File: config.mk
export PLATFORM = sky130hd
export DESIGN_NAME = reflex_core
export DESIGN_NICKNAME = d
export VERILOG_FILES = /design/src/motor_pkg.sv /design/src/param_bank.sv /design/src/reflex_core.sv /design/src/spike_window.sv /design/src/tick_gen.sv /design/src/wave_buffer.sv /design/src/wave_ctrl.sv
export VERILOG_INCLUDE_DIRS = /design/src
export SDC_FILE = /design/constraint.sdc
export NUM_CORES = 2
export LEC_CHECK = 0
export BUFFER_PORTS_ARGS = -buffer_cell sky130_fd_sc_hd__buf_2
export CAP_MARGIN = 10
export CORE_UTILIZATION = 55
export DETAILED_ROUTE_END_ITERATION = 8
export PLACE_DENSITY_LB_ADDON = 0.05
export SETUP_SLACK_MARGIN = 0.3
export SLEW_MARGIN = 15
export SYNTH_ARGS = -nofsm -noshare
export SYNTH_HDL_FRONTEND = slang
export SYNTH_SLANG_ARGS = --single-unit
export TNS_END_PERCENT = 30
File: constraint.sdc
create_clock -name i_ep50trig -period 10.6 [get_ports i_ep50trig]
set_input_delay 1.06 -clock i_ep50trig [delete_from_list [all_inputs] [get_ports i_ep50trig]]
set_output_delay 1.06 -clock i_ep50trig [all_outputs]
set_load 0.1 [all_outputs]
File: src/motor_cfg.svh
`ifndef MOTOR_CFG_SVH
`define MOTOR_CFG_SVH

//////////////////////////////
// word widths
//////////////////////////////
// sample or parameter word
`define MOTOR_WORD_W 32
// host wire word, also the tick half-count
`define MOTOR_HALF_W 16
`define MOTOR_SPIKE_CNT_W 16

// stored samples in the waveform memory
`define MOTOR_WAVE_DEPTH 16

//////////////////////////////
// host trigger slots
//////////////////////////////
// bit positions kept from the board trigger word
`define MOTOR_SLOT_HALF_CNT 0
`define MOTOR_SLOT_GAIN 3
`define MOTOR_SLOT_LEN_OVR 7
`define MOTOR_SLOT_LEN_PXI 8

// reset defaults
// default length is 0.9 in single precision
`define MOTOR_DEF_HALF_CNT 16'd4
`define MOTOR_DEF_GAIN 32'd0
`define MOTOR_DEF_LEN_PXI 32'h3F66_6666

`endif

File: src/motor_pkg.sv
`default_nettype none

package motor_pkg;

`include "motor_cfg.svh"

    //////////////////////////////
    // payload types
    //////////////////////////////

    // one sample or parameter, full word
    typedef logic [`MOTOR_WORD_W-1:0] word_t;

    // one host wire or pipe word
    typedef logic [`MOTOR_HALF_W-1:0] half_t;

    // spikes per simulation step
    typedef logic [`MOTOR_SPIKE_CNT_W-1:0] spike_cnt_t;

    // index into the waveform memory
    typedef logic [$clog2(`MOTOR_WAVE_DEPTH)-1:0] wave_addr_t;

    //////////////////////////////
    // playback states
    //////////////////////////////

    // empty until the first sample lands, fill until the first tick
    typedef enum logic [1:0]
    {
        EMPTY,
        FILL,
        PLAY
    } wave_state_e;

endpackage

`default_nettype wire

File: src/param_bank.sv
`timescale 1ns/10ps
`default_nettype none
`include "motor_cfg.svh"

module param_bank
    import motor_pkg::*;
(
    input  wire        i_ep50trig,
    input  wire        i_reset_global,
    input  wire [15:0] i_trig,
    input  wire half_t i_wire_lo,
    input  wire half_t i_wire_hi,
    output half_t      o_half_cnt,
    output word_t      o_gain,
    output logic       o_len_ovr,
    output word_t      o_len_pxi
);

    half_t half_cnt_q;
    word_t gain_q;
    logic  len_ovr_q;
    word_t len_pxi_q;

    //////////////////////////////
    // one register per trigger slot
    //////////////////////////////

    // tick half-count, low wire only
    always_ff @(posedge i_ep50trig)
    begin
        if (i_reset_global)
            half_cnt_q <= `MOTOR_DEF_HALF_CNT;
        else if (i_trig[`MOTOR_SLOT_HALF_CNT])
            half_cnt_q <= i_wire_lo;
    end

    // spike count gain
    // hi wire is the upper half
    always_ff @(posedge i_ep50trig)
    begin
        if (i_reset_global)
            gain_q <= `MOTOR_DEF_GAIN;
        else if (i_trig[`MOTOR_SLOT_GAIN])
            gain_q <= {i_wire_hi, i_wire_lo};
    end

    // length override enable
    // only bit 0 of the low wire matters
    always_ff @(posedge i_ep50trig)
    begin
        if (i_reset_global)
            len_ovr_q <= 1'b0;
        else if (i_trig[`MOTOR_SLOT_LEN_OVR])
            len_ovr_q <= i_wire_lo[0];
    end

    // override length from the host
    always_ff @(posedge i_ep50trig)
    begin
        if (i_reset_global)
            len_pxi_q <= `MOTOR_DEF_LEN_PXI;
        else if (i_trig[`MOTOR_SLOT_LEN_PXI])
            len_pxi_q <= {i_wire_hi, i_wire_lo};
    end

    assign o_half_cnt = half_cnt_q;
    assign o_gain     = gain_q;
    assign o_len_ovr  = len_ovr_q;
    assign o_len_pxi  = len_pxi_q;

    // flag steers the top level length mux every cycle
    a_len_ovr_known: assert property (
        @(posedge i_ep50trig) disable iff (i_reset_global)
        !$isunknown(len_ovr_q)
    );

endmodule

`default_nettype wire

File: src/reflex_core.sv
`timescale 1ns/10ps
`default_nettype none

module reflex_core
    import motor_pkg::*;
(
    input  wire        i_ep50trig,
    input  wire        i_reset_global,
    input  wire [15:0] i_trig,
    input  wire half_t i_wire_lo,
    input  wire half_t i_wire_hi,
    input  wire        i_pipe_write,
    input  wire half_t i_pipe_data,
    input  wire        i_wave_restart,
    input  wire        i_spike,
    output logic       o_sim_tick,
    output word_t      o_len,
    output spike_cnt_t o_spike_cnt,
    output word_t      o_drive
);

    half_t      half_cnt;
    word_t      gain;
    logic       len_ovr;
    word_t      len_pxi;
    word_t      wave;
    logic       wr_en;
    logic       pair_hi;
    logic       rd_en;
    wave_addr_t wr_addr;
    wave_addr_t rd_addr;

    //////////////////////////////
    // host parameters and timing
    //////////////////////////////

    param_bank u_param_bank (
        .i_ep50trig     (i_ep50trig),
        .i_reset_global (i_reset_global),
        .i_trig         (i_trig),
        .i_wire_lo      (i_wire_lo),
        .i_wire_hi      (i_wire_hi),
        .o_half_cnt     (half_cnt),
        .o_gain         (gain),
        .o_len_ovr      (len_ovr),
        .o_len_pxi      (len_pxi)
    );

    tick_gen u_tick_gen (
        .i_ep50trig     (i_ep50trig),
        .i_reset_global (i_reset_global),
        .i_half_cnt     (half_cnt),
        .o_sim_tick     (o_sim_tick)
    );

    //////////////////////////////
    // waveform store
    //////////////////////////////

    wave_ctrl u_wave_ctrl (
        .i_ep50trig     (i_ep50trig),
        .i_reset_global (i_reset_global),
        .i_wave_restart (i_wave_restart),
        .i_pipe_write   (i_pipe_write),
        .i_sim_tick     (o_sim_tick),
        .o_wr_en        (wr_en),
        .o_wr_addr      (wr_addr),
        .o_rd_en        (rd_en),
        .o_rd_addr      (rd_addr),
        .o_pair_hi      (pair_hi)
    );

    wave_buffer u_wave_buffer (
        .i_ep50trig     (i_ep50trig),
        .i_reset_global (i_reset_global),
        .i_wave_restart (i_wave_restart),
        .i_pipe_data    (i_pipe_data),
        .i_wr_en        (wr_en),
        .i_pair_hi      (pair_hi),
        .i_wr_addr      (wr_addr),
        .i_rd_en        (rd_en),
        .i_rd_addr      (rd_addr),
        .o_wave         (wave)
    );

    // host length wins while the override flag is set
    assign o_len = len_ovr ? len_pxi : wave;

    //////////////////////////////
    // motor neuron output
    //////////////////////////////

    spike_window u_spike_window (
        .i_ep50trig     (i_ep50trig),
        .i_reset_global (i_reset_global),
        .i_spike        (i_spike),
        .i_sim_tick     (o_sim_tick),
        .i_gain         (gain),
        .o_spike_cnt    (o_spike_cnt),
        .o_drive        (o_drive)
    );

endmodule

`default_nettype wire

File: src/spike_window.sv
`timescale 1ns/10ps
`default_nettype none

module spike_window
    import motor_pkg::*;
(
    input  wire        i_ep50trig,
    input  wire        i_reset_global,
    input  wire        i_spike,
    input  wire        i_sim_tick,
    input  wire word_t i_gain,
    output spike_cnt_t o_spike_cnt,
    output word_t      o_drive
);

    spike_cnt_t win_cnt;
    spike_cnt_t win_start;
    word_t      drive_prod;

    // spike on the tick opens the next window
    assign win_start  = i_spike ? spike_cnt_t'(1) : '0;
    // low word of count times gain
    assign drive_prod = word_t'(win_cnt) * i_gain;

    always_ff @(posedge i_ep50trig)
    begin
        if (i_reset_global)
        begin
            win_cnt     <= '0;
            o_spike_cnt <= '0;
            o_drive     <= '0;
        end
        else if (i_sim_tick)
        begin
            // publish the closed window
            win_cnt     <= win_start;
            o_spike_cnt <= win_cnt;
            o_drive     <= drive_prod;
        end
        else if (i_spike && (win_cnt != '1))
        begin
            // saturate instead of wrapping
            win_cnt <= win_cnt + 1'b1;
        end
    end

endmodule

`default_nettype wire

File: src/tick_gen.sv
`timescale 1ns/10ps
`default_nettype none

module tick_gen
    import motor_pkg::*;
(
    input  wire        i_ep50trig,
    input  wire        i_reset_global,
    input  wire half_t i_half_cnt,
    output logic       o_sim_tick
);

    half_t step_cnt;
    logic  step_done;

    // reaches or exceeds
    // a smaller half-count loaded mid-step ends the step right away
    assign step_done = (step_cnt >= i_half_cnt);

    always_ff @(posedge i_ep50trig)
    begin
        if (i_reset_global)
        begin
            step_cnt   <= '0;
            o_sim_tick <= 1'b0;
        end
        else if (step_done)
        begin
            // restart the step and flag it for one cycle
            step_cnt   <= '0;
            o_sim_tick <= 1'b1;
        end
        else
        begin
            step_cnt   <= step_cnt + 1'b1;
            o_sim_tick <= 1'b0;
        end
    end

    // back to back ticks need a zero half-count in between
    a_tick_spacing: assert property (
        @(posedge i_ep50trig) disable iff (i_reset_global)
        o_sim_tick |=> !o_sim_tick || ($past(i_half_cnt) == '0)
    );

endmodule

`default_nettype wire

File: src/wave_buffer.sv
`timescale 1ns/10ps
`default_nettype none
`include "motor_cfg.svh"

module wave_buffer
    import motor_pkg::*;
(
    input  wire             i_ep50trig,
    input  wire             i_reset_global,
    input  wire             i_wave_restart,
    input  wire half_t      i_pipe_data,
    input  wire             i_wr_en,
    input  wire             i_pair_hi,
    input  wire wave_addr_t i_wr_addr,
    input  wire             i_rd_en,
    input  wire wave_addr_t i_rd_addr,
    output word_t           o_wave
);

    word_t mem [`MOTOR_WAVE_DEPTH];
    half_t lo_q;

    //////////////////////////////
    // sample assembly
    //////////////////////////////

    // low half waits for its partner
    always_ff @(posedge i_ep50trig)
    begin
        if (i_wr_en && !i_pair_hi)
            lo_q <= i_pipe_data;
    end

    // high half completes the word
    always_ff @(posedge i_ep50trig)
    begin
        if (i_wr_en && i_pair_hi)
            mem[i_wr_addr] <= {i_pipe_data, lo_q};
    end

    // played sample, held between ticks
    always_ff @(posedge i_ep50trig)
    begin
        if (i_reset_global || i_wave_restart)
            o_wave <= '0;
        else if (i_rd_en)
            o_wave <= mem[i_rd_addr];
    end

endmodule

`default_nettype wire

File: src/wave_ctrl.sv
`timescale 1ns/10ps
`default_nettype none
`include "motor_cfg.svh"

module wave_ctrl
    import motor_pkg::*;
(
    input  wire        i_ep50trig,
    input  wire        i_reset_global,
    input  wire        i_wave_restart,
    input  wire        i_pipe_write,
    input  wire        i_sim_tick,
    output logic       o_wr_en,
    output wave_addr_t o_wr_addr,
    output logic       o_rd_en,
    output wave_addr_t o_rd_addr,
    output logic       o_pair_hi
);

    // fill count has to reach the depth itself
    localparam int FILL_W = $clog2(`MOTOR_WAVE_DEPTH + 1);

    wave_state_e       state_q;
    wave_state_e       state_d;
    logic [FILL_W-1:0] fill_cnt;
    logic [FILL_W-1:0] ptr_inc;
    wave_addr_t        rd_ptr;
    wave_addr_t        rd_ptr_next;
    logic              pair_hi_q;
    logic              store_full;
    logic              sample_done;
    logic              clear;

    assign clear      = i_reset_global | i_wave_restart;
    assign store_full = (fill_cnt == FILL_W'(`MOTOR_WAVE_DEPTH));

    //////////////////////////////
    // fill side
    //////////////////////////////

    // words past a full store are dropped
    assign o_wr_en     = i_pipe_write && !store_full;
    assign o_pair_hi   = pair_hi_q;
    // high half closes a sample
    assign sample_done = o_wr_en && pair_hi_q;
    assign o_wr_addr   = wave_addr_t'(fill_cnt);

    //////////////////////////////
    // playback side
    //////////////////////////////

    // advance first, wrap at the fill count
    assign ptr_inc     = FILL_W'(rd_ptr) + FILL_W'(1);
    assign rd_ptr_next = (ptr_inc >= fill_cnt) ? '0 : wave_addr_t'(ptr_inc);
    // nothing to play while empty
    assign o_rd_en     = i_sim_tick && (state_q != EMPTY);
    assign o_rd_addr   = rd_ptr_next;

    always_comb
    begin
        state_d = state_q;
        case (state_q)
            EMPTY:   if (sample_done) state_d = FILL;
            FILL:    if (i_sim_tick) state_d = PLAY;
            PLAY:    state_d = PLAY;
            default: state_d = EMPTY;
        endcase
    end

    always_ff @(posedge i_ep50trig)
    begin
        if (clear)
        begin
            state_q   <= EMPTY;
            fill_cnt  <= '0;
            rd_ptr    <= '0;
            pair_hi_q <= 1'b0;
        end
        else
        begin
            state_q <= state_d;
            // low and high halves alternate
            if (o_wr_en)
                pair_hi_q <= !pair_hi_q;
            if (sample_done)
                fill_cnt <= fill_cnt + 1'b1;
            if (o_rd_en)
                rd_ptr <= rd_ptr_next;
        end
    end

    a_fill_bound: assert property (
        @(posedge i_ep50trig) disable iff (i_reset_global)
        fill_cnt <= FILL_W'(`MOTOR_WAVE_DEPTH)
    );

endmodule

`default_nettype wire
==> reports/results.ini <==
[run_status]
status=finished clean

[placement]
gp_congestion=0.902
dp_hpwl_um=69100
placed_cells=4390
dpl-instance-area_um2=41900
port_buffers=137
place_ws_ps=3480

[floorplanning]
initial_utilization_pct=55.9
num_rows=98
die_w_um=273
ios=150
dieArea_um2=74300
core-area_um2=72000
die_y_um=273

[route]
final_antenna_net_count=0
drt-pass1-iter-count=6
drc=0
wl_met3_um=6470
post_drt_wl_per_cell_um=23.4
vias=26659
drt_wl_total_um=106000
dr.max_layer_used=met4
via_per_inst=5.88
drtIter0Drc=2129
wl_met1_um=42100
detailroute.wirelength.met2_um=54000

[global_route]
grt_overflow=0
grt_pass1_wl_um=162000
antenna_found_initial=0
grt_start_max_net_pins=79
grt_pass1_vias=27410
grt_use_total_pct=29.0

[cts]
tritoncts=done
clk_pin_slew_ps=60
post_cts.repair.setup_buffers=0
cts_buffers=79
cts.sinks=734
clockRootBuffer=clkbuf_16
cts_buffer_depth=3
clkLatencyLatePin_ps=650
cts_resized=0
htree_num_levels=3
ctsHoldBuffers=0

[setup_path]
worst_r2r_path_depth=21
path_class=flip-flop to flip-flop
critPathLaunchType=flip-flop
r2r_start=u_spike_window.win_cnt[4]
worstReg2RegEnd=u_spike_window.o_drive[29]
cp_max_fo=21
crit_required_ps=11110
ff2ff_setup_slack_ps=3470
endpoint_kind=flip-flop
critPathArrivalTime_ps=7640

[power]
p_leak_nw=16.9
cellPowerDensity_nw_per_um2=138
irDropWorstVdd_mv=0.138
total_power_mw=6.15

[hold_path]
hold_start=u_spike_window.o_drive[12]
hp-class=flip-flop to flip-flop
hold_path_end=u_spike_window.o_drive[12]
hold_depth=2

[finish]
stdcell_area_um2=44500
drive_above_1_share_pct=10.7
syn_to_final_growth_pct=10.4
final_cells=4536
n_antenna_cell=0
final_util_pct=61.8
layout.nets=3989
fillerInstances=5702

[timing]
finalCriticalPeriod_ps=7130
finalClockSkew_ps=27.3
worst_slack_ps=3470
period_share_pct=67.3
setup_viol=0
maxSlewHeadroom_pct=17.8
hold_ws_ps=452
slew_viol_final=0
rsz0062_at_grt=no
setup_tns_ps=0
hold_viol=0
tightest_slew_ps=1230
clock.fmax_mhz=140

[synth]
yosysTopAreaCell=edfxtp_1
synth_seq_cells=734
synthArstFlopShare_pct=0
ys.flop_type=edfxtp_1
syn_nets=3928
synth-edff-count=528
synth_warnings=0
ys_seq_area_share_pct=49.6
synth_top_cell_area_share_pct=39.4
synthTopCellsByArea=edfxtp_1, fa_1, dfxtp_1, mux2i_1, nand2_1
syn_area_um2=40300
synthDistinctLibCells=63
syn_inst=3460
avgSynthCellArea_um2=11.6

[job]
maxCapViolations=0

==> routing by layer <==
metal	vias up	GRT usage (%)
li1	11904	-
met1	13503	36.7
met2	1029	50.6
met3	223	4.32
met4	0	10.7
met5	-	0
==> worst max-delay path by stage <==
stage                              start                         end  slack, ps
5_1_grt           u_param_bank.o_gain[9]  u_spike_window.o_drive[27]       3210
6_report       u_spike_window.win_cnt[4]  u_spike_window.o_drive[29]       3470
3_5_place_dp   u_spike_window.win_cnt[4]  u_spike_window.o_drive[29]       3480
2_1_floorplan  u_spike_window.win_cnt[3]  u_spike_window.o_drive[29]       4380
3_3_place_gp   u_spike_window.win_cnt[4]  u_spike_window.o_drive[29]       3550
4_1_cts        u_spike_window.win_cnt[4]  u_spike_window.o_drive[29]       3480
==> cell type report <==
cell class              instances  area (um^2)  share of cell area (%)
multi-input cells            2146        18200                    41.0
clock inverters                37          429                   0.965
well taps                     950         1190                    2.67
inverters                     371         1390                    3.13
repair buffers                189         1080                    2.43
clock buffers                 109         2170                    4.88
flip-flops and latches        734        20000                    45.0
==> cell families (layout without fill, tap and decap cells) <==
group	count (synthesis)	in the layout	share of synthesized area, %
adders and majority gates	399	399	18.1
and+or+nand+nor	1041	1041	12.3
AOI/OAI and AO/OA	386	386	6.57
DFF	734	734	49.6
xor gates and xnor gates	83	83	1.81
buffers and inverters	580	706	5.57
muxes	237	237	6.01
==> power breakdown <==
part | internal (mW) | total (mW) | switching (mW)
logic | 0.0766 | 0.254 | 0.177
clock network | 1.55 | 2.73 | 1.17
registers | 3.10 | 3.17 | 0.0711
==> critical path, stage by stage, from the launching register on <==
cell,delay (ps)
dfxtp_1,930
buf_4,350
nand2_1,100
fa_1,560
inv_1,50
fa_1,470
inv_1,50
fa_1,500
inv_1,60
fa_1,490
fa_1,490
inv_1,50
fa_1,530
inv_1,60
ha_1,330
and3_1,200
and3_1,180
a211oi_1,260
o21ai_0,410
a31o_2,400
a21oi_1,190
mux2_2,350
==> cells in the mapped netlist, types with 10 or more instances <==
cell and number:
a211oi_1 71, a21o_1 14, a21oi_1 73, a31oi_1 32
and2_1 155, and3_1 11, and4b_1 26, buf_1 18
buf_2 17, clkbuf_1 166, dfxtp_1 206, edfxtp_1 528
fa_1 304, ha_1 95, inv_1 371, mux2_2 39
mux2i_1 198, nand2_1 457, nand2b_1 10, nand3_1 80
nor2_1 176, nor3_1 20, nor3b_1 32, nor4_1 35
o21a_1 33, o21ai_0 60, o221ai_1 57, xnor2_1 53
xor2_1 30
==> registers in the layout (all words and copies together), names as in the netlist <==
register                    count
u_param_bank.o_gain            32
u_param_bank.o_half_cnt        16
u_param_bank.o_len_ovr          1
u_param_bank.o_len_pxi         32
u_spike_window.o_drive         32
u_spike_window.o_spike_cnt     16
u_spike_window.win_cnt         16
u_tick_gen.o_sim_tick           1
u_tick_gen.step_cnt            16
u_wave_buffer.lo_q             16
u_wave_buffer.mem             512
u_wave_buffer.o_wave           32
u_wave_ctrl.fill_cnt            5
u_wave_ctrl.o_pair_hi           1
u_wave_ctrl.rd_ptr              4
u_wave_ctrl.state_q             2
==> layout by cell type (no fill, tap or decap), types with 14 or more instances in the layout <==
master     count
o21a_1        32
xnor2_1       53
xor2_1        30
a21o_1        14
nor4_1        34
inv_1        371
edfxtp_1     528
fa_1         304
dfxtp_1      201
ha_1          95
a21oi_1       72
nand3_1       80
and2_1       155
and4b_1       26
clkbuf_16     79
nand2_1      457
mux2i_1      198
clkbuf_1      22
nor3_1        16
buf_4         53
buf_2        136
a211oi_1      70
nor3b_1       32
nor2_1       162
a31oi_1       32
mux2_2        39
nor2_4        15
o21ai_0       60
o221ai_1      57
Note: power is estimated with default switching activity, not from simulation.
